`src/common/lsu_pkg.sv`:
```
package lsu_pkg;

    // datapath and address widths
    localparam int xlen          = 32;
    localparam int mem_addr_bits = 17;  // byte address bits into the data RAM

    // access mode codes
    localparam logic [2:0] mode_word   = 3'd1;
    localparam logic [2:0] mode_half   = 3'd2;  // sign-extended on load
    localparam logic [2:0] mode_byte   = 3'd3;  // sign-extended on load
    localparam logic [2:0] mode_half_u = 3'd4;  // zero-extended on load
    localparam logic [2:0] mode_byte_u = 3'd5;  // zero-extended on load

    // write-back select codes
    localparam logic [1:0] src_alu  = 2'd0;  // address
    localparam logic [1:0] src_mem  = 2'd1;  // loaded value
    localparam logic [1:0] src_link = 2'd2;  // address plus 4

endpackage

```
`src/lsu/lsu_ctrl.sv`:
```
`timescale 1ns/10ps

module lsu_ctrl (
    input  logic                            clk,
    input  logic                            arst_n,
    input  logic                            req,
    input  logic                            we,
    input  logic [2:0]                      mode,
    input  logic [1:0]                      result_src,
    input  logic [lsu_pkg::xlen-1:0]        addr,
    input  logic                            last,
    output logic                            start,
    output logic [lsu_pkg::mem_addr_bits-1:0] ram_addr,
    output logic                            ram_we,
    output logic                            step_active,
    output logic                            finish,
    output logic                            busy,
    output logic                            done,
    output logic [2:0]                      mode_q,
    output logic [1:0]                      src_q,
    output logic [lsu_pkg::xlen-1:0]        addr_q,
    output logic [2:0]                      count
);

    logic access_q;  // state access
    logic finish_q;  // state finish, idle when neither is set
    logic we_q;
    logic accept;
    logic is_mem;
    logic [2:0] count_d;

    assign accept = req && !busy;  // strobes while busy are dropped
    assign is_mem = we || (result_src == lsu_pkg::src_mem);
    assign start  = accept && is_mem;

    always_comb
    begin
        case (mode)
            lsu_pkg::mode_word:   count_d = 3'd4;
            lsu_pkg::mode_half:   count_d = 3'd2;
            lsu_pkg::mode_half_u: count_d = 3'd2;
            default:              count_d = 3'd1;  // bytes and unknown codes
        endcase
    end

    always_ff @(posedge clk or negedge arst_n)
    begin
        if (!arst_n)
        begin
            access_q <= 1'b0;
            finish_q <= 1'b0;
            done     <= 1'b0;
        end
        else
        begin
            done <= finish_q;  // one pulse on leaving finish
            if (accept)
            begin
                access_q <= is_mem;
                finish_q <= !is_mem;
            end
            else if (access_q && last)
            begin
                access_q <= 1'b0;
                finish_q <= 1'b1;
            end
            else if (finish_q)
            begin
                finish_q <= 1'b0;
            end
        end
    end

    // request fields and the running byte address
    always_ff @(posedge clk)
    begin
        if (accept)
        begin
            we_q     <= we;
            mode_q   <= mode;
            src_q    <= result_src;
            addr_q   <= addr;
            count    <= count_d;
            ram_addr <= {addr[lsu_pkg::mem_addr_bits-1:2], 2'b00};  // word base
        end
        else if (access_q)
        begin
            ram_addr <= ram_addr + lsu_pkg::mem_addr_bits'(1);
        end
    end

    assign ram_we      = access_q && we_q;
    assign step_active = access_q;
    assign finish      = finish_q;
    assign busy        = access_q || finish_q || done;

endmodule

```
`config.mk`:
```
export PLATFORM = sky130hd
export DESIGN_NAME = lsu_ctrl
export DESIGN_NICKNAME = d
export VERILOG_FILES = /design/src/common/lsu_pkg.sv /design/src/lsu/lsu_ctrl.sv
export SDC_FILE = /design/constraint.sdc
export NUM_CORES = 1
export LEC_CHECK = 0
export BUFFER_PORTS_ARGS = -buffer_cell sky130_fd_sc_hd__buf_2
export CORE_ASPECT_RATIO = 0.5
export CORE_MARGIN = 4
export CORE_UTILIZATION = 45
export DETAILED_ROUTE_END_ITERATION = 10
export PLACE_DENSITY = 0.78
export SLEW_MARGIN = 10
export SYNTH_ARGS = -nofsm -noshare
export SYNTH_HDL_FRONTEND = slang
export SYNTH_SLANG_ARGS = --single-unit
```
`constraint.sdc`:
```
create_clock -name clk -period 4 [get_ports clk]
set_input_delay 0.4 -clock clk [delete_from_list [all_inputs] [get_ports clk]]
set_output_delay 0.4 -clock clk [all_outputs]
set_load 0.02 [all_outputs]
```
## Yosys cells after proc, flatten, opt, wreduce, memory -nomap -nowiden

Cells that the tools add are included.

| operators by class | value |
|---|---|
| add/subtract/negate cells | 1 |
| equal/unequal tests | 4 |
| mux-type cells | 7 |
| reduce and logical (&&, ||, !) cells | 12 |

Operators with widths:

| cell | count |
|---|---|
| 2-to-1 mux 17 bit | 2 |
| adder 17 x 1 -> 17 bit, second input constant | 1 |
| case mux 3 bit (2 select lines) | 1 |
| logical AND 1 bit | 4 |
| 2-to-1 mux 1 bit | 4 |
| nonzero test 2 bit | 2 |
| == test 3 x 1 -> 1 bit, second input constant | 1 |
| == test 3 x 2 -> 1 bit, second input constant | 1 |
| == test 3 bit, second input constant | 1 |
| logical OR 1 bit | 3 |
| == test 2 x 1 -> 1 bit, second input constant | 1 |
| zero test 1 bit | 2 |
| OR reduction 2 bit | 1 |

| storage, ports and cells | value |
|---|---|
| register bits after elaboration | 61 |
| input port bits | 42 |
| output and inout bits | 63 |
| word-level logic and storage cells | 34 |

## Longest topological paths before layout

| logic depth | value |
|---|---|
| depth in word-level cells | 5 |
| depth in mapped cells | 5 |
| gate-level depth less buffers | 5 |

## Worst setup path after synthesis

OpenSTA, ideal clock, no wires.

| timing path | value |
|---|---|
| kind | reg-to-output |
| from | reg access_q (netlist: step_active) |
| to | out start |
| data arrival time | 1.460 ns |
| data required time | 3.600 ns |
| slack | 2.140 ns |
| cell stages (with the launch flop) | 3 |
| buffers on the path | 0 |
| cell sequence | dfrtp_1 -> or3_4 -> nor3_1 |

| on the way | value |
|---|---|
| longest elaborated chain between the ends | 5 |

Ends and longest elaborated chain:

| what | RTL line | text |
|---|---|---|
| start: declaration | lsu_ctrl.sv:25 | `logic access_q;` |
| start signal: assignment | lsu_ctrl.sv:59 | `access_q <= is_mem;` |
| logical OR 1 bit (2 in a row) | lsu_ctrl.sv:95 | `assign busy = access_q \|\| finish_q \|\| done;` |
| via busy | lsu_ctrl.sv:17 | `output logic busy,` |
| zero test 1 bit | lsu_ctrl.sv:32 | `assign accept = req && !busy;` |
| logical AND 1 bit | lsu_ctrl.sv:32 |  |
| logical AND 1 bit | lsu_ctrl.sv:34 | `assign start = accept && is_mem;` |
| end: declaration | lsu_ctrl.sv:12 | `output logic start,` |

The timed path passes the listed nets, and every way through them passes these cells.

## Final worst setup path

| timing path | value |
|---|---|
| from | reg access_q (netlist: step_active) |
| to | out start |

| on the way | value |
|---|---|
| longest elaborated chain between the ends | 5 |

Ends and longest elaborated chain:

| what | RTL line |
|---|---|
| logical OR 1 bit (2 in a row) | lsu_ctrl.sv:95 |
| zero test 1 bit | lsu_ctrl.sv:32 |
| logical AND 1 bit | lsu_ctrl.sv:32 |
| logical AND 1 bit | lsu_ctrl.sv:34 |

Every way passes these cells.

==> results by group <==
Status
  • Status: completed

CTS
  • CTS tree: done
  • Num CTS Buffers: 9
  • Clk Latency, worst-skew pair: 0.32 ns
  • Clk sinks: 61
  • CTS H-tree lvls: 3
  • CTS Root Cell: clkbuf_8
  • Clock Path Buffers: 2
  • Clk slew on worst S/H paths: 0.06 ns

Power
  • Maximum VDD drop: 0.569 mV
  • Leakage power: about 1.4 nW
  • PwrDens: ~760 mW/mm2

Min path
  • HP Class: primary input to flip-flop
  • Hold EP: addr_q[23]$_DFFE_PP_
  • Hold path depth: 1
  • Hold Path Origin: addr[23]

Detailed routing
  • WL/cell: approximately 15 um
  • Initial drt markers: between 80 and 90
  • DRC: 0
  • Via density: just under 5
  • Routed WL: 4920 um
  • Vias: 1608
  • Antenna viol nets, final: 0
  • Pre-Repair DR Iteration Count: 5

Critical path
  • Reg-to-Reg End: ram_addr[10]$_DFFE_PP_
  • CP Launch Type: flip-flop
  • WP data arrival: 1.85 ns
  • Slowest CP cell: dfrtp_1
  • CP startpoint: step_active$_DFFE_PN0P_
  • CP bufs+invs: 1
  • R2R cell count: 4
  • Critical Path Sink Type: output pin
  • Crit Path Max Fanout: 24
  • Critical Path Max Stage Delay: between 0.6 and 0.7 ns
  • R2r setup slk: 1.76 ns
  • CP Class: flip-flop to output pin
  • Critical path cell sequence: or3_4 -> nor3_1 -> buf_2
  • Top delay family on crit path: simple AND/OR/NAND/NOR gates
  • Critical path required time: 3.60 ns
  • Worst r2r src: step_active$_DFFE_PN0P_

Layout
  • Area growth, synth to finish: 32.0%
  • Commonest cells after routing, fill and taps aside: buf_2 (104), edfxtp_1 (56), a22o_1 (14)
  • Final nets: 303
  • Share of cells above drive strength 1: between 40% and 50%
  • Fill cells: 403
  • Commonest non-fill, non-tap cell in the layout: buf_2
  • Post-route insts no fill: approximately 330
  • Ant. Diodes: 0

Synthesis
  • Share of flip-flops with an asynchronous set or reset: under 10%
  • Main combinational cell family by area after synthesis: simple AND/OR/NAND/NOR gates
  • Distinct cells, synth: 34
  • Sequential area share after synthesis: 74.8%
  • Syn_area_per_cell: 16.3 um2
  • Synthesized instance count: 147
  • Synth warn: 0
  • Post-synthesis mux area share: 0.417%
  • Simple-gate share of the synthesized area: 9.84%
  • Netlist Area Pre-Place: 0.00240 mm2
  • Seq cells post-synth: 61
  • Predominant post-synthesis flop cell: edfxtp_1
  • Synthesized net count: 190
  • Adder-cell share of the synthesized area: 0.521%
  • Compound-gate portion of the synthesized area: 6.56%
  • EDFF count, synth: 56
  • Synth Area in XOR/XNOR: approximately 5.5%

Global routing
  • Gr ovfl total: 0
  • GRT Total Usage: between 10% and 20%
  • First-pass GRT wire length: slightly below 8000 um
  • Antenna violations before repair: 0
  • Vias in the first global route: 1574
  • Largest net degree at the start of global routing: 59

Floorplanning
  • Row count: 18
  • Core footprint: 0.00504 mm2
  • Die X: roughly 110 um
  • I/O pins: 105
  • Die area: 0.00664 mm2
  • Effective utilization at floorplan: 47.6%
  • Chip height: 59.7 um

Placed design
  • Placer's final routability congestion estimate: 0.710
  • Post-DP HPWL: 3610 um
  • Port bufs: between 100 and 150
  • Post-Place Cells: 318

STA
  • Unrepaired setup endpoints after global routing: false
  • Final Hold Viols: 0
  • Rel. slew slack: between 50 and 60%
  • TNS Setup: 0 ns
  • Pins Over Slew Limit: 0
  • Max Freq: 0.444 GHz
  • Final Skew: 0.00545 ns
  • Minimum clock period: 2.25 ns
  • Final setup fails: 0
  • Hold Slack: 0.248 ns
  • Final worst path period share: 56.3%
  • Worst Tran Pin Value: 0.749 ns

Flow run
  • Max-cap violations: 0
[logic make-up after synthesis]
logic type | Yosys count
buf+inv | 10
mux | 1
xor+xnor | 15
flops | 61
fa+ha+maj | 1
compound gates | 19
simple gates | 40
[what timing repair did]
item	4_1_cts	5_1_grt
setup endpoints to repair	0	0
setup buffers	0	0
resized for setup	0	0
hold endpoints to repair	3	0
hold buffers	1	0
[worst max-delay path by stage]
stage	to	slack, ns	depth (start not counted)
after floorplan	start	2.14	2
after global placement	addr_q[19]$_DFFE_PP_	1.84	3
after detailed placement	ram_addr[10]$_DFFE_PP_	1.75	4
after CTS	start	1.71	3
after global routing	ram_addr[3]$_DFFE_PP_	1.59	4
final	start	1.75	3
[flip-flops by register name, indices dropped and copies added, names as in the netlist]
name	flops
addr_q	32
ram_addr	17
count	3
mode_q	3
src_q	2
done	1
finish	1
step_active	1
we_q	1
[cells in the mapped netlist, types with 2 or more instances]
master	instances	share of area, %
edfxtp_1	56	70
a22o_1	14	5.1
nor2_1	9	1.4
xor2_1	8	2.9
xnor2_1	7	2.6
inv_1	6	0.94
nor3_1	6	1.3
nand2_1	5	0.78
nand3_1	5	1.0
dfrtp_1	3	3.1
a21oi_1	2	0.42
dfxtp_1	2	1.7
nand4_1	2	0.52
nand4_2	2	1.0
[through the flow]
step	area (um2)	power (mW)	setup WS [ns]	util, %
floorplan	2400	1.66	2.14	-
global placement	2980	1.90	1.84	59.1
detailed placement	2980	1.94	1.75	59.1
CTS	3170	2.44	1.71	62.9
global route	3170	2.55	1.59	62.9
finish	3170	2.41	1.75	62.9
[metal layers]
layer | up-vias | wire [um] | global-route usage (%)
met5 | - | 0 | 0
met2 | 57 | 2550 | 26.0
met3 | 5 | 332 | 5.97
met4 | 0 | 44 | 5.72
li1 | 786 | - | -
met1 | 760 | 1990 | 17.8
[final cells by class]
class / instances / area [um2] / share of cell area, %
clock buffer: 9 / 124 / 3.91
clock inverter: 6 / 55.1 / 1.74
inverter: 6 / 22.5 / 0.710
multi-input combinational: 76 / 548 / 17.3
sequential: 61 / 1800 / 56.6
tap: 70 / 87.6 / 2.76
timing repair buffer: 106 / 538 / 17.0
[power breakdown]
group | total [mW] | internal, mW | switching [mW]
combinational | 0.792 | 0.284 | 0.508
sequential | 1.12 | 0.955 | 0.167
clock | 0.494 | 0.277 | 0.217
total | 2.41 | 1.52 | 0.892
Note: power is estimated with default switching activity, not from simulation.
