## src/common/lsu_pkg.sv

```systemverilog
package lsu_pkg;

    // datapath and address widths
    localparam int xlen          = 32;
    localparam int mem_addr_bits = 17;  // byte address bits into the data RAM

    // access mode codes
    localparam logic [2:0] mode_word   = 3'd1;
    localparam logic [2:0] mode_half   = 3'd2;  // sign-extended on load
    localparam logic [2:0] mode_byte   = 3'd3;  // sign-extended on load
    localparam logic [2:0] mode_half_u = 3'd4;  // zero-extended on load
    localparam logic [2:0] mode_byte_u = 3'd5;  // zero-extended on load

    // write-back select codes
    localparam logic [1:0] src_alu  = 2'd0;  // address
    localparam logic [1:0] src_mem  = 2'd1;  // loaded value
    localparam logic [1:0] src_link = 2'd2;  // address plus 4

endpackage

```

## src/lsu/byte_lane_unit.sv

```systemverilog
`timescale 1ns/10ps

module byte_lane_unit (
    input  logic                     clk,
    input  logic                     arst_n,
    input  logic                     step_active,
    input  logic                     finish,
    input  logic [1:0]               index,
    input  logic [2:0]               count,
    input  logic [2:0]               mode_q,
    input  logic [1:0]               src_q,
    input  logic [lsu_pkg::xlen-1:0] addr_q,
    input  logic [lsu_pkg::xlen-1:0] wd,
    input  logic [7:0]               rbyte,
    output logic [7:0]               wbyte,
    output logic [lsu_pkg::xlen-1:0] result
);

    logic [lsu_pkg::xlen-1:0] wd_q;
    logic [lsu_pkg::xlen-1:0] shreg;
    logic [lsu_pkg::xlen-1:0] assembled;
    logic [lsu_pkg::xlen-1:0] loaded;
    logic [lsu_pkg::xlen-1:0] next_result;
    logic [2:0]               sel;
    logic                     lag_q;  // read data lags address by one cycle

    // store byte count-1-index, most significant byte at the base
    assign sel = count - 3'd1 - {1'b0, index};

    always_comb
    begin
        case (mode_q)
            lsu_pkg::mode_word,
            lsu_pkg::mode_half,
            lsu_pkg::mode_byte,
            lsu_pkg::mode_half_u,
            lsu_pkg::mode_byte_u: wbyte = wd_q[8*sel[1:0] +: 8];
            default:              wbyte = 8'h00;
        endcase
    end

    // wd tracks the input while idle, so it holds the value sampled with req
    always_ff @(posedge clk)
    begin
        if (!step_active && !finish)
            wd_q <= wd;
        if (lag_q)
            shreg <= {shreg[lsu_pkg::xlen-9:0], rbyte};
    end

    assign assembled = {shreg[lsu_pkg::xlen-9:0], rbyte};  // last byte arrives in finish

    always_comb
    begin
        case (mode_q)
            lsu_pkg::mode_word:   loaded = assembled;
            lsu_pkg::mode_half:   loaded = {{16{assembled[15]}}, assembled[15:0]};
            lsu_pkg::mode_byte:   loaded = {{24{assembled[7]}}, assembled[7:0]};
            lsu_pkg::mode_half_u: loaded = {16'h0000, assembled[15:0]};
            lsu_pkg::mode_byte_u: loaded = {24'h000000, assembled[7:0]};
            default:              loaded = '0;
        endcase
    end

    always_comb
    begin
        case (src_q)
            lsu_pkg::src_alu:  next_result = addr_q;
            lsu_pkg::src_mem:  next_result = loaded;
            lsu_pkg::src_link: next_result = addr_q + lsu_pkg::xlen'(4);
            default:           next_result = '0;
        endcase
    end

    always_ff @(posedge clk or negedge arst_n)
    begin
        if (!arst_n)
        begin
            lag_q  <= 1'b0;
            result <= '0;
        end
        else
        begin
            lag_q <= step_active;
            if (finish)
                result <= next_result;  // held until the next finish
        end
    end

endmodule

```

## config.mk

```make
export PLATFORM = sky130hd
export DESIGN_NAME = byte_lane_unit
export DESIGN_NICKNAME = d
export VERILOG_FILES = /design/src/common/lsu_pkg.sv /design/src/lsu/byte_lane_unit.sv
export SDC_FILE = /design/constraint.sdc
export NUM_CORES = 1
export LEC_CHECK = 0
export ABC_AREA = 1
export BUFFER_PORTS_ARGS = -buffer_cell sky130_fd_sc_hd__buf_2
export CAP_MARGIN = 40
export CORE_ASPECT_RATIO = 0.5
export CORE_MARGIN = 4
export CORE_UTILIZATION = 31
export DETAILED_ROUTE_END_ITERATION = 6
export GPL_ROUTABILITY_DRIVEN = 0
export PLACE_DENSITY_LB_ADDON = 0.05
export REMOVE_ABC_BUFFERS = 1
export SLEW_MARGIN = 15
export SYNTH_ARGS = -nofsm -noshare
export SYNTH_HDL_FRONTEND = slang
export SYNTH_SLANG_ARGS = --single-unit
```

## constraint.sdc

```tcl
create_clock -name clk -period 1.33 [get_ports clk]
set_input_delay 0.133 -clock clk [delete_from_list [all_inputs] [get_ports clk]]
set_output_delay 0.133 -clock clk [all_outputs]
set_load 0.005 [all_outputs]
```

## After elaboration in Yosys (flattened, before gate mapping)

Cells that the tools add are included.

| storage, ports and cells | value |
|---|---|
| logic and storage cells | 23 |
| register bits | 89 |
| output and inout bits | 40 |
| bits of input ports | 86 |

| cells by class | value |
|---|---|
| reductions and logical operators | 5 |
| add/sub/neg operators | 3 |
| multiplexer cells | 3 |
| shifts and indexed selects | 1 |
| equality and inequality tests | 7 |

Operators by type and width:

| operator | number |
|---|---|
| 32-bit case mux with 5 select lines | 1 |
| 32-bit case mux with 3 select lines | 1 |
| 32-bit by 3-bit adder with 32-bit output, second input constant | 1 |
| 32-bit by 6-bit variable part select with 8-bit output | 1 |
| 8-bit two-way mux | 1 |
| 3-bit by 2-bit equality test with 1-bit output, second input constant | 2 |
| 3-bit equality test, second input constant | 2 |
| 5-bit OR reduction | 1 |
| 3-bit by 1-bit equality test with 1-bit output, second input constant | 1 |
| 2-bit by 1-bit equality test with 1-bit output, second input constant | 1 |
| 2-bit equality test, second input constant | 1 |
| 1-bit logical NOT | 2 |
| 2-bit logical NOT | 1 |
| 2-bit by 1-bit subtractor with 2-bit output, second input constant | 1 |
| 2-bit subtractor | 1 |
| 1-bit logical AND | 1 |

## Longest topological paths before layout

| logic depth | value |
|---|---|
| depth after elaboration | 4 |
| mapped depth | 11 |
| depth with buffers taken out | 11 |

## Least setup slack after synthesis

OpenSTA, ideal clock, no wires.

| timing path | value |
|---|---|
| path type | input-to-reg |
| start point | input port finish |
| end point | register wd_q[0] (netlist name) (enable) |
| buffers on the path | 2 |
| data required time | 0.909 ns |
| stages | 3 |
| path slack | -0.913 ns |
| setup time | 0.421 ns |
| arrival time | 1.821 ns |
| path through | clkbuf_1 -> buf_2 -> nor2_1 |

| between the ends | value |
|---|---|
| cells in the longest elaborated chain, start to end | 2 |

RTL lines:

| element | RTL line | RTL |
|---|---|---|
| from (decl) | byte_lane_unit.sv:7 | `input logic finish,` |
| 1-bit logical NOT | byte_lane_unit.sv:45 | `if (!step_active && !finish)` |
| 1-bit logical AND | byte_lane_unit.sv:45 |  |
| to (signal assigned) | byte_lane_unit.sv:46 | `wd_q <= wd;` |
| to (decl) | byte_lane_unit.sv:19 | `logic [lsu_pkg::xlen-1:0] wd_q;` |

No other way between the ends.
A chain may end at the register's enable or synchronous reset.

## Final worst setup path

| timing path | value |
|---|---|
| start point | input port index[0] |
| end point | output port wbyte[1] |

| between the ends | value |
|---|---|
| cells in the longest elaborated chain, start to end | 3 |

RTL lines:

| element | RTL line | RTL |
|---|---|---|
| from (decl) | byte_lane_unit.sv:8 | `input logic [1:0] index,` |
| 2-bit subtractor | byte_lane_unit.sv:28 | `assign sel = count - 3'd1 - {1'b0, index};` |
| 32-bit by 6-bit variable part select with 8-bit output | byte_lane_unit.sv:37 | `lsu_pkg::mode_byte_u: wbyte = wd_q[8*sel[1:0] +: 8];` |
| 8-bit two-way mux | byte_lane_unit.sv:32 | `case (mode_q)` |
| to (decl) | byte_lane_unit.sv:15 | `output logic [7:0] wbyte,` |

No other way between the ends.

==> metrics.txt <==
Pre-antenna DRT Iters=4; row count=32; Leakage=3.526 nW; register area=0.002507 sq mm; Max Fclk=0.7083 GHz; Clock Path Buffers=2; Critical Path Stages=9; PortBufs=124; Residual DRC=0; pin count of the biggest net entering global routing=34; WHS Path Cells=1; worst reg2reg path depth=7; Clk pin slew, worst setup/hold paths=0.07 ns; # placed instances=999; Inserted Diodes=0; die height=97.15 um; Overflow after GRT=0; Cell variety after synth=30; Routed WL=15240 um; Floorplan Core Area=0.01549 sq mm; Startpoint Class=input port; Cells after Synth=635; Tmin final=1.412 ns; Max-cap violations=0; clock skew=0.008347 ns; synthesized area per cell=7.759 sq um; Setup crit end kind=output pin; layout cell share with drive strength beyond 1=30.07%; dpl ws=-0.4359 ns; Final Cycle Share=106.2%; remaining antenna violation count=0; initial antenna violation count=2; clock latency on the worst-skew pair=0.35 ns; Worst Path Buf+Inv=4; slowest CP cell=xnor2_4; CTS tree=yes; 1st-iter DRT viols=205; largest fanout on the critical path=6; Slew Viols, Final=0; Slew @ Worst Pin=0.4543 ns; Finished Layout Cells=1062; status=complete, but fails checks; synthesized area=0.004927 sq mm; vias in the first global route=4810; RSZ-0062 raised after global routing=true; PD cells=993.0 mW/mm^2; CP Class=in2out; WL per Instance=14.35 um; synth warn=0; # clock sinks=89; global-route usage over all layers=17.66%; initial core utilization=31.80%; Max IR drop VDD=0.0005858 V; Vias/cell=4.605; area delta synth->final=46.65%; root cell of the clock tree=clkbuf_16; Data required, critical path=1.20 ns; CTS buffer count=9; DR vias=4890; die area=0.01810 sq mm; # IOs=126; final setup fails=8; Seq cells post-synth=89; final worst slack=-0.08182 ns; area occupied by multi-input gates=0.002392 sq mm; failing checks=negative setup slack; Chip Width=186.3 um; worst-path cell chain=buf_6 > inv_4 > ha_4 > xnor2_4 > xnor2_4 > buf_6 > nor2_1 > a211oi_2 > buf_2; WP data arrival=1.28 ns; worst hold-check path type=in2reg; H-tree Lvls=3; Final Power=0.007175 W; post-synthesis sequential area ratio=50.89%; Slew HR=69.71%; CP peak stage delay=0.19 ns; first-pass GRT wire length=25190 um; Fill cells=1570; HPWL after DPL=11370 um; Final Hold Vio Count=0; layout net count=941; Top delay family on crit path=buffers and inverters; hold slack=0.03436 ns
==> worst register-to-register path, cell delays in order (launching register included) <==
cell and delay [ns]:
edfxtp_1 0.43, nand3_4 0.13, buf_12 0.15, nand3_4 0.07, a22oi_2 0.14, nand2_1 0.11
nand2_1 0.07, nand2_1 0.05
==> per-stage QoR <==
step | area, sq um | setup TNS (ns) | util (%)
final | 7226 | -0.5507 | 46.63
after detailed placement | 6217 | -4.893 | 40.12
after CTS | 7012 | -0.6592 | 45.25
after floorplan | 4823 | -21.98 | -
after global placement | 6217 | -4.146 | 40.12
after global routing | 7226 | -1.221 | 46.63
==> state kept, by name (all words and copies together), names as in the netlist <==
signal and cells:
lag_q 1, result 32, shreg 24, wd_q 32
==> cells in the mapped netlist <==
cell,number,area [sq um]
a211oi_1,8,60.06
a21boi_0,1,7.510
a21oi_1,21,105.1
a22oi_1,1,7.510
a31oi_1,1,6.260
and2_1,2,12.51
buf_1,1,3.750
buf_2,11,55.05
buf_4,3,22.52
clkbuf_1,6,22.52
dfrtp_1,33,825.8
edfxtp_1,56,1682
ha_1,2,25.02
inv_1,39,146.4
inv_2,2,7.510
mux2i_1,8,80.08
nand2_1,274,1028
nand2_2,2,12.51
nand3_1,71,355.3
nand4_1,2,12.51
nor2_1,64,240.2
nor2_2,8,50.05
nor2_4,4,45.04
nor3_4,1,16.27
o21ai_0,7,35.03
o21bai_1,3,22.52
o221ai_1,1,8.760
or2_2,1,6.260
xnor2_1,1,8.760
xnor2_2,1,16.27
==> power breakdown <==
group | switching [W] | internal [W]
clock | 0.00116 | 0.00130
combinational | 0.000775 | 0.000690
sequential | 0.0000858 | 0.00317
total | 0.00202 | 0.00515
==> layout make-up <==
cell class,count,share of cell area (%)
flip-flops and latches,89,34.70
multi-input cells,484,33.11
repair buffers,228,22.61
well taps,204,3.532
clock buffers,10,3.169
inverters,41,2.216
clock inverters,6,0.6580
==> worst paths after layout <==
| check | to | slack [ns] | from |
|---|---|---|---|
| worst max-delay path | wbyte[1] | -0.08 | index[0] |
| worst min-delay path | shreg[7] | 0.03 | rbyte[7] |
| worst max register to register | result[19] | 0.08 | shreg[7] |
| worst min register to register | shreg[9] | 0.45 | shreg[1] |
| max in group asynchronous | result[2] | 0.65 | arst_n |
| min in group asynchronous | result[28] | 0.35 | arst_n |
==> kinds of logic (layout without fill, tap and decap cells) <==
group / Yosys count / in the layout / synth area share (%)
simple gates: 429 / 429 / 36.11
compound gates: 43 / 43 / 5.130
mux: 8 / 8 / 1.625
flops: 89 / 89 / 50.89
buf+inv: 62 / 285 / 5.231
fa+ha+maj: 2 / 2 / 0.5078
xor+xnor: 2 / 2 / 0.5080
==> cells in the final DEF, fill, tap and decap left out, drive strengths merged <==
master,instances
clkbuf,11
a22oi,1
nand3,71
mux2i,8
o221ai,1
clkinv,2
nor3,1
and2,2
o21ai,7
dfrtp,33
xnor2,2
nand4,2
dlygate4sd3,41
a31oi,1
o21bai,3
clkinvlp,1
a21oi,21
a21boi,1
inv,44
buf,186
nand2,276
or2,1
a211oi,8
edfxtp,56
ha,2
nor2,76
==> routing by layer <==
layer / GRT usage, % / vias up / part of all wire, %
li1: - / 2496 / -
met1: 24.24 / 2272 / 48
met2: 27.60 / 101 / 45
met3: 5.871 / 17 / 5.8
met4: 2.910 / 4 / 0.74
met5: 0 / - / 0.18
==> timing repair <==
item,CTS,global route
pin swaps,5,17
cloned,1,1
hold buffers,41,0
resized for setup,16,38
setup endpoints to repair,8,16
buffers inserted,2,2
hold endpoints to repair,73,0
(Power assumes the default switching activity.)
