### src/logic/byte_counter.sv
`timescale 1ns/10ps

module byte_counter (
    input  logic       clk,
    input  logic       arst_n,
    input  logic       start,
    input  logic [2:0] count,
    output logic [1:0] index,
    output logic       last
);

    logic running;

    // final byte when index reaches count - 1
    assign last = running && ({1'b0, index} == (count - 3'd1));

    always_ff @(posedge clk or negedge arst_n)
    begin
        if (!arst_n)
        begin
            index   <= 2'd0;
            running <= 1'b0;
        end
        else if (start)
        begin
            index   <= 2'd0;
            running <= 1'b1;
        end
        else if (running)
        begin
            if (last)
                running <= 1'b0;  // hold index until next start
            else
                index <= index + 2'd1;
        end
    end

endmodule

### config.mk
export PLATFORM = sky130hd
export DESIGN_NAME = byte_counter
export DESIGN_NICKNAME = d
export VERILOG_FILES = /design/src/logic/byte_counter.sv
export SDC_FILE = /design/constraint.sdc
export NUM_CORES = 1
export LEC_CHECK = 0
export ABC_AREA = 0
export BUFFER_PORTS_ARGS = -buffer_cell sky130_fd_sc_hd__buf_2
export CORE_AREA = 2 2 39 41
export DETAILED_ROUTE_END_ITERATION = 7
export DIE_AREA = 0 0 41 43
export PLACE_DENSITY_LB_ADDON = 0.3
export SETUP_SLACK_MARGIN = 0.3
export SLEW_MARGIN = 40
export SYNTH_ARGS = -nofsm -noshare
export SYNTH_HDL_FRONTEND = slang
export SYNTH_SLANG_ARGS = --single-unit
### constraint.sdc
create_clock -name clk -period 2.1 [get_ports clk]
set_clock_uncertainty 0.2 [all_clocks]
set_input_delay 0.21 -clock clk [delete_from_list [all_inputs] [get_ports clk]]
set_output_delay 0.21 -clock clk [all_outputs]
set_load 0.01 [all_outputs]
# Yosys cells after proc, flatten, opt, wreduce, memory -nomap -nowiden
# Cells that the tools add are included.
[totals]
out_inout_bits = 3
inputBits = 6
reg_bits = 3
elab_cells = 15
[op_classes]
mux = 6
eq_ne = 2
n_reduce_logical = 3
n_addsub = 2
[ops]
columns = ["op", "count"]
rows = [
  ["2-bit two-way mux", 3],
  ["2-bit by 3-bit equality test with 1-bit output", 1],
  ["1-bit two-way mux", 3],
  ["3-bit by 1-bit subtractor with 3-bit output, second input constant", 1],
  ["2-bit by 1-bit adder with 2-bit output, second input constant", 1],
  ["2-bit != test, second input constant", 1],
  ["2-bit AND reduction", 1],
  ["2-bit nonzero test", 1],
  ["1-bit logical AND", 1],
]

# Logic depth before layout (Yosys ltp)
# Gate-level depths: netlist (run 1).
[depth]
word_depth = 6
depth_mapped = 5
ltp_nobuf = 5

# Least setup slack after synthesis (run 1)
# Ideal clock, no wire load.
[synth_path]
path_type = "input to register"
startpoint = "input port count[0]"
endpoint = "register index[1]"
n_path_buf = 0
t_arrival_ns = 1.254
setup_slack_ns = 0.564
required_ns = 1.818
stages = 5
path_cell_list = "inv_1 ha_1 xor2_1 or4_1 a31oi_1"
[synth_between]
elab_chain_cells = 5
[synth_lines]
columns = ["element", "line", "source"]
rows = [
  ["start: declaration", "7", "input logic [2:0] count,"],
  ["3-bit by 1-bit subtractor with 3-bit output", "15", "assign last = running && ({1'b0, index} == (count - 3'd1));"],
  ["2-bit by 3-bit equality test with 1-bit output", "15", ""],
  ["1-bit logical AND", "15", ""],
  ["2-bit != test (no source line)", "-", ""],
  ["2-bit AND reduction (no source line)", "-", ""],
  ["end signal: assignment", "34", "index <= index + 2'd1;"],
  ["end: declaration", "8", "output logic [1:0] index,"],
]
# No other way between the ends.
# A chain may end at the register's enable or synchronous reset.

# Final worst setup path (run 1)
[layout_path]
startpoint = "input port count[0]"
endpoint = "output port last"
[layout_between]
elab_chain_cells = 3
[layout_lines]
columns = ["element", "line", "source"]
rows = [
  ["3-bit by 1-bit subtractor with 3-bit output", "15", ""],
  ["2-bit by 3-bit equality test with 1-bit output", "15", ""],
  ["1-bit logical AND", "15", ""],
  ["end: declaration", "9", "output logic last"],
]
# No other way between the ends.

==> results of run 1 <==
[sequential cells by signal, summed over array words and instances (netlist names)]
name and flops:
running 1, index 2
[final timing paths]
path | startpoint | endpoint | cells past startpoint
max | count[0] | last | 6
min | arst_n | index[1] | 2
max reg2reg | index[0] | index[1] | 3
min reg2reg | running | running | 1
max in group asynchronous | arst_n | index[0] | 2
min in group clk | count[2] | running | 4
[metal layers]
| layer | up-vias | global-route usage (%) |
|---|---|---|
| met4 | 0 | 6.00 |
| met2 | 11 | 7.50 |
| met5 | - | 0 |
| li1 | 121 | - |
| met1 | 97 | 9.74 |
| met3 | 0 | 3.14 |
[layout make-up]
cell class / count / area (µm²)
Multi-Input combinational cell: 21 / 153
Timing Repair Buffer: 10 / 60.1
Tap cell: 16 / 20.0
Fill cell: 155 / 1040
Sequential cell: 3 / 75.1
Clock buffer: 4 / 26.3
Inverter: 2 / 7.51
[stage by stage]
step                std cells  util [%]  area (µm²)  hold WS (ps)
floorplan                  26         -         235          -286
global placement           50      21.3         295          -192
detailed placement         50      21.3         295          -193
CTS                        56      24.7         342          91.2
global route               56      24.7         342           108
finish                     56      24.7         342           101
[report_power, final]
group	internal [mW]	switching, mW
combinational	0.0832	0.0821
sequential	0.0798	0.0306
clock	0.0711	0.0277
total	0.234	0.140
[critical path: stages]
cell and delay, ps:
buf_2 110, inv_1 40, ha_1 300, xor2_1 270
and3_1 210, buf_2 130
[timing repair]
action	4_1_cts	5_1_grt
resized for setup	0	0
hold buffers	2	0
endpoints found under the hold margin	4	0
[logic make-up (layout without fill, tap and decap cells)]
| kind of cell | count (synthesis) | count (layout) | share of synthesized area [%] |
|---|---|---|---|
| xor+xnor | 5 | 5 | 18.6 |
| fa+ha+maj | 1 | 1 | 5.32 |
| compound gates | 6 | 6 | 18.6 |
| simple gates | 9 | 9 | 22.3 |
| buf+inv | 2 | 16 | 3.19 |
| flops | 3 | 3 | 31.9 |
[cells in the final DEF, fill, tap and decap left out, types with 2 or more instances in the layout]
master,n
nand2_1,2
dlygate4sd3_1,2
inv_1,2
clkbuf_4,3
xnor2_1,2
dfrtp_1,3
buf_2,8
xor2_1,3
==> results.tsv, run 1 <==
stage	metric	value	unit
worst_hold_path	hold crit path type	input port to asynchronous set/reset pin	
timing	post-layout min period	1680	ps
setup_path	slack of the worst reg-to-reg path	550	ps
floorplanning	Die W	41	µm
drt	DRC violations left	0	
floorplanning	io pins	9	
setup_path	Critical Path RT	1690	ps
timing	Worst Tran Pin Value	288	ps
synthesis	area leader, netlist	dfrtp_1	
grt	vias in the first global route	190	
timing	Slew headroom	80.7	%
setup_path	critical path class	input port to output port	
synthesis	Commonest cells post-synth	dfrtp_1, xor2_1, inv_1, nand2_1, xnor2_1	
clock_network	H-Tree Level Count	1	
timing	RSZ-0062 raised after global routing	false	
timing	Hold Violations, Final	0	
grt	largest net degree at the start of global routing	8	
drt	met3 wire len	52	µm
drt	routed length per instance	8.80	µm
grt	Total GRT Usage	6.95	%
floorplanning	die area	1760	µm²
cells_and_area	Antenna diodes	0	
clock_network	Max Root-Sink Buffers	2	
clock_network	Worst-path clk slew	40	ps
drt	Top Metal Used	met3	
placement	Place WS	367	ps
cells_and_area	share of cells above drive strength 1	30.0	%
setup_path	CP startpoint kind	input port	
synthesis	Async SR Flop Fraction	100	%
synthesis	Synth Flop Type	dfrtp_1	
timing	# setup viols final	0	
drt	drt first pass iters	4	
run	max_cap viols	0	
floorplanning	row cnt	14	
setup_path	Critical Path Fanout Max	4	
cells_and_area	final net count	48	
synthesis	mapped cell area	235	µm²
floorplanning	Starting Density	17.0	%
clock_network	Setup Buffers After CTS	0	
grt	first-pass GRT wire length	779	µm
drt	vias per cell	4.09	
run_status	status	complete, no violations	
clock_network	Skew-Pair Late Insertion Delay	230	ps
clock_network	CTS root buffer	clkbuf_4	
placement	Port-buffer cells	8	
floorplanning	Die Span Y	43	µm
synthesis	number of library cell types mapped by synthesis	19	
timing	worst setup margin	418	ps
floorplanning	CORE AREA	1380	µm²
clock_network	Num CTS Buffers	3	
drt	DRT iter0 DRCs	5	
synthesis	Syn Area/Cell	9.05	µm²
timing	fin. max-slew vios	0	
cells_and_area	area added between synthesis and finish	45.2	%
drt	Metal-1 WL	266	µm
grt	Overflow after GRT	0	
synthesis	register area share after synthesis	31.9	%
placement	Final GP Congestion	0.693	
pwr	PnR Total Power	374	µW
synthesis	Ys Warns	0	
timing	Fmax achieved	0.595	GHz
drt	post-route ant nets	0	
synthesis	FF+latch count, synth	3	
synthesis	Syn Nets	33	
timing	Fin Setup TNS	0	ps
pwr	Peak VDD IR	0.000387	V
timing	post-route clock period utilization	80.1	%
synthesis	Synth area leaders	dfrtp_1, xor2_1, xnor2_1	
grt	initial antenna violation count	0	
pwr	Pleak	0.164	nW
drt	DR WL met2	174	µm
setup_path	CP Capture Type	output port	
synthesis	Mapped Cells	26	
synthesis	EDFF count, synth	0	
synthesis	share of Yosys cell area claimed by the top area cell type	31.9	%
pwr	PwrDens	1100	nW/µm²
drt	drt total wl	493	µm
setup_path	critical path arrival	1270	ps
clock_network	CTS Sinks	3	
clock_network	CTS tree	built	
drt	vias after detailed routing	229	
No activity file was read; power rests on OpenSTA's default activity.
==> run 2, diff against run 1 <==
Clock period 2.1 ns to 1.74 ns, I/O delays scaled along.
==> run 2 against run 1 <==
  * Via count is 12% higher
  * Sequential power up 17%
  * Sequential share of layout area is 3.4 points lower
  * Register-to-register slack worse by 320 ps
  * Utilization rose by 5.5 points
  * Worst setup slack got worse by 220 ps
  * Clock-buffer cell count unchanged
  * Cell count up 8.9%
  * Global-route usage increased by 0.70 points
  * Total power up 51%
  * Critical path type is now register to output port
==> results.tsv, run 2 (same netlist as run 1, synthesis figures left out) <==
stage	metric	value	unit	change
run_status	status	complete, no violations		
floorplanning	Die W	41	µm	unchanged
cells_and_area	most flop-heavy register	index		
setup_path	CP Capture Type	output port		
drt	DRC violations left	0		unchanged
setup_path	slack of the worst reg-to-reg path	230	ps	-320 ps
drt	vias per cell	4.21		+3.0%
drt	post-route ant nets	0		unchanged
placement	Placed Cells	50		unchanged
setup_path	Critical Path RT	1370	ps	-320 ps
pwr	Gate power share	55.9	%	+12 points
timing	Worst Tran Pin Value	265	ps	-23.6 ps
setup_path	R2R cell count	4		+1
clock_network	Skew-Pair Late Insertion Delay	230	ps	about the same
worst_hold_path	hold crit path type	input port to asynchronous set/reset pin		
floorplanning	Starting Density	17.0	%	unchanged
pwr	clock power share	21.2	%	-5.2 points
grt	initial antenna violation count	0		unchanged
placement	Port-buffer cells	8		unchanged
floorplanning	row cnt	14		unchanged
timing	post-route clock period utilization	88.6	%	
floorplanning	Die Span Y	43	µm	unchanged
pwr	Reg power frac	22.9	%	-6.6 points
setup_path	Critical Path Fanout Max	2		-2
clock_network	Max Root-Sink Buffers	2		unchanged
drt	vias after detailed routing	257		+12%
floorplanning	CORE AREA	1380	µm²	unchanged
pwr	Peak VDD IR	0.000492	V	+27%
grt	first-pass GRT wire length	883	µm	+13%
pwr	fraction of power spent switching nets	35.6	%	-1.9 points
timing	Fin Setup TNS	0	ps	unchanged
pwr	Pleak	0.191	nW	+16%
clock_network	H-Tree Level Count	1		unchanged
grt	largest net degree at the start of global routing	7		-1
clock_network	Worst-path clk slew	40	ps	about the same
timing	Fmax achieved	0.649	GHz	
cells_and_area	commonest non-fill, non-tap cell in the layout	buf_2		
timing	Slew headroom	82.2	%	+1.5 points
cells_and_area	Largest regs	index (2), running (1)		
cells_and_area	register area	77.6	µm²	+3.3%
placement	Final GP Congestion	0.632		-8.7%
floorplanning	io pins	9		unchanged
drt	DRT iter0 DRCs	0		-5
clock_network	CTS Sinks	3		unchanged
setup_path	critical path class	register to output port		
grt	met2 usage	10.3	%	+2.8 points
timing	fin. max-slew vios	0		unchanged
cells_and_area	filler cell count	143		-7.7%
clock_network	CTS root buffer	clkbuf_4		
timing	RSZ-0062 raised after global routing	true		
cells_and_area	Layout Cells excl Fill	61		+8.9%
floorplanning	die area	1760	µm²	unchanged
pwr	Pint	364	µW	+56%
cells_and_area	Final Core Density	30.2	%	+5.5 points
placement	Placement Cell Area	302	µm²	+2.1%
grt	Total GRT Usage	7.65	%	+0.70 points
cells_and_area	Finished Cell Area	418	µm²	+22%
drt	routed length per instance	9.69	µm	+10%
clock_network	CTS tree	built		
run	max_cap viols	0		unchanged
cells_and_area	max reg flops	2		unchanged
drt	drt total wl	591	µm	+20%
pwr	PwrDens	1350	nW/µm²	+23%
timing	Hold Violations, Final	0		unchanged
setup_path	reg-to-reg startpoint	index[1]		
grt	Overflow after GRT	0		unchanged
cells_and_area	final net count	53		+10%
timing	worst setup margin	199	ps	-219 ps
drt	drt first pass iters	1		-3
timing	post-layout min period	1540	ps	
cells_and_area	area occupied by multi-input gates	189	µm²	+24%
grt	vias in the first global route	234		+23%
cells_and_area	Antenna diodes	0		unchanged
placement	Place WS	66.9	ps	-300 ps
grt	GRT met3 Usage	3.14	%	unchanged
setup_path	critical path arrival	1170	ps	-100 ps
setup_path	worst reg2reg path endpoint	index[0]		
cells_and_area	commonest non-fill, non-tap cells in the layout	buf_2, buf_4, clkbuf_4		
grt	GR Util met1	9.09	%	-0.65 points
timing	Fin Hold WS	64.8	ps	-36.3 ps
grt	gr busiest metal	met2		
clock_network	Num CTS Buffers	3		unchanged
timing	# setup viols final	0		unchanged
pwr	switching power of the nets	201	µW	+43%
setup_path	CP startpoint kind	register		
cells_and_area	area added between synthesis and finish	77.7	%	
pwr	PnR Total Power	565	µW	+51%
cells_and_area	share of cells above drive strength 1	51.1	%	+21 points
==> run 2: how the worst max path moves through the flow <==
stage                           to  depth (start not counted)     start
after global placement    index[0]                          6  count[0]
final                         last                          4  index[0]
after detailed placement  index[0]                          6  count[0]
after CTS                     last                          4  index[0]
after floorplan           index[1]                          3  index[0]
after global routing          last                          4  index[0]
==> run 2: area by class of cell <==
type | count | area share, %
multi-input cells | 21 | 45.2
well taps | 16 | 4.79
repair buffers | 15 | 23.4
flip-flops and latches | 3 | 18.6
inverters | 2 | 1.80
clock buffers | 4 | 6.29
==> run 2: worst max-delay path, stage by stage (launching register included) <==
cell     delay, ps
dfrtp_2        400
xnor2_1        130
nor2_1         130
and3_1         160
buf_2          120
==> run 2: power by group through the flow <==
stage,Combinational (mW),Sequential [mW],Clock [mW]
global route,0.347,0.134,0.132
floorplan,0.136,0.141,0
finish,0.316,0.129,0.120
detailed placement,0.202,0.137,0
CTS,0.252,0.125,0.127
global placement,0.204,0.140,0
==> run 2: timing repair <==
action / 4_1_cts / 5_1_grt
hold endpoints to repair: 5 / 0
buffers inserted: 2 / 3
gates resized for setup: 1 / 4
hold buffers: 2 / 0
endpoints found under the setup margin: 2 / 4
pin swaps: 4 / 4
==> run 2: metal layers <==
metal,vias up,part of all wire (%)
met4,0,0
met2,8,47
met3,0,7.4
li1,131,-
met1,118,46
met5,-,0
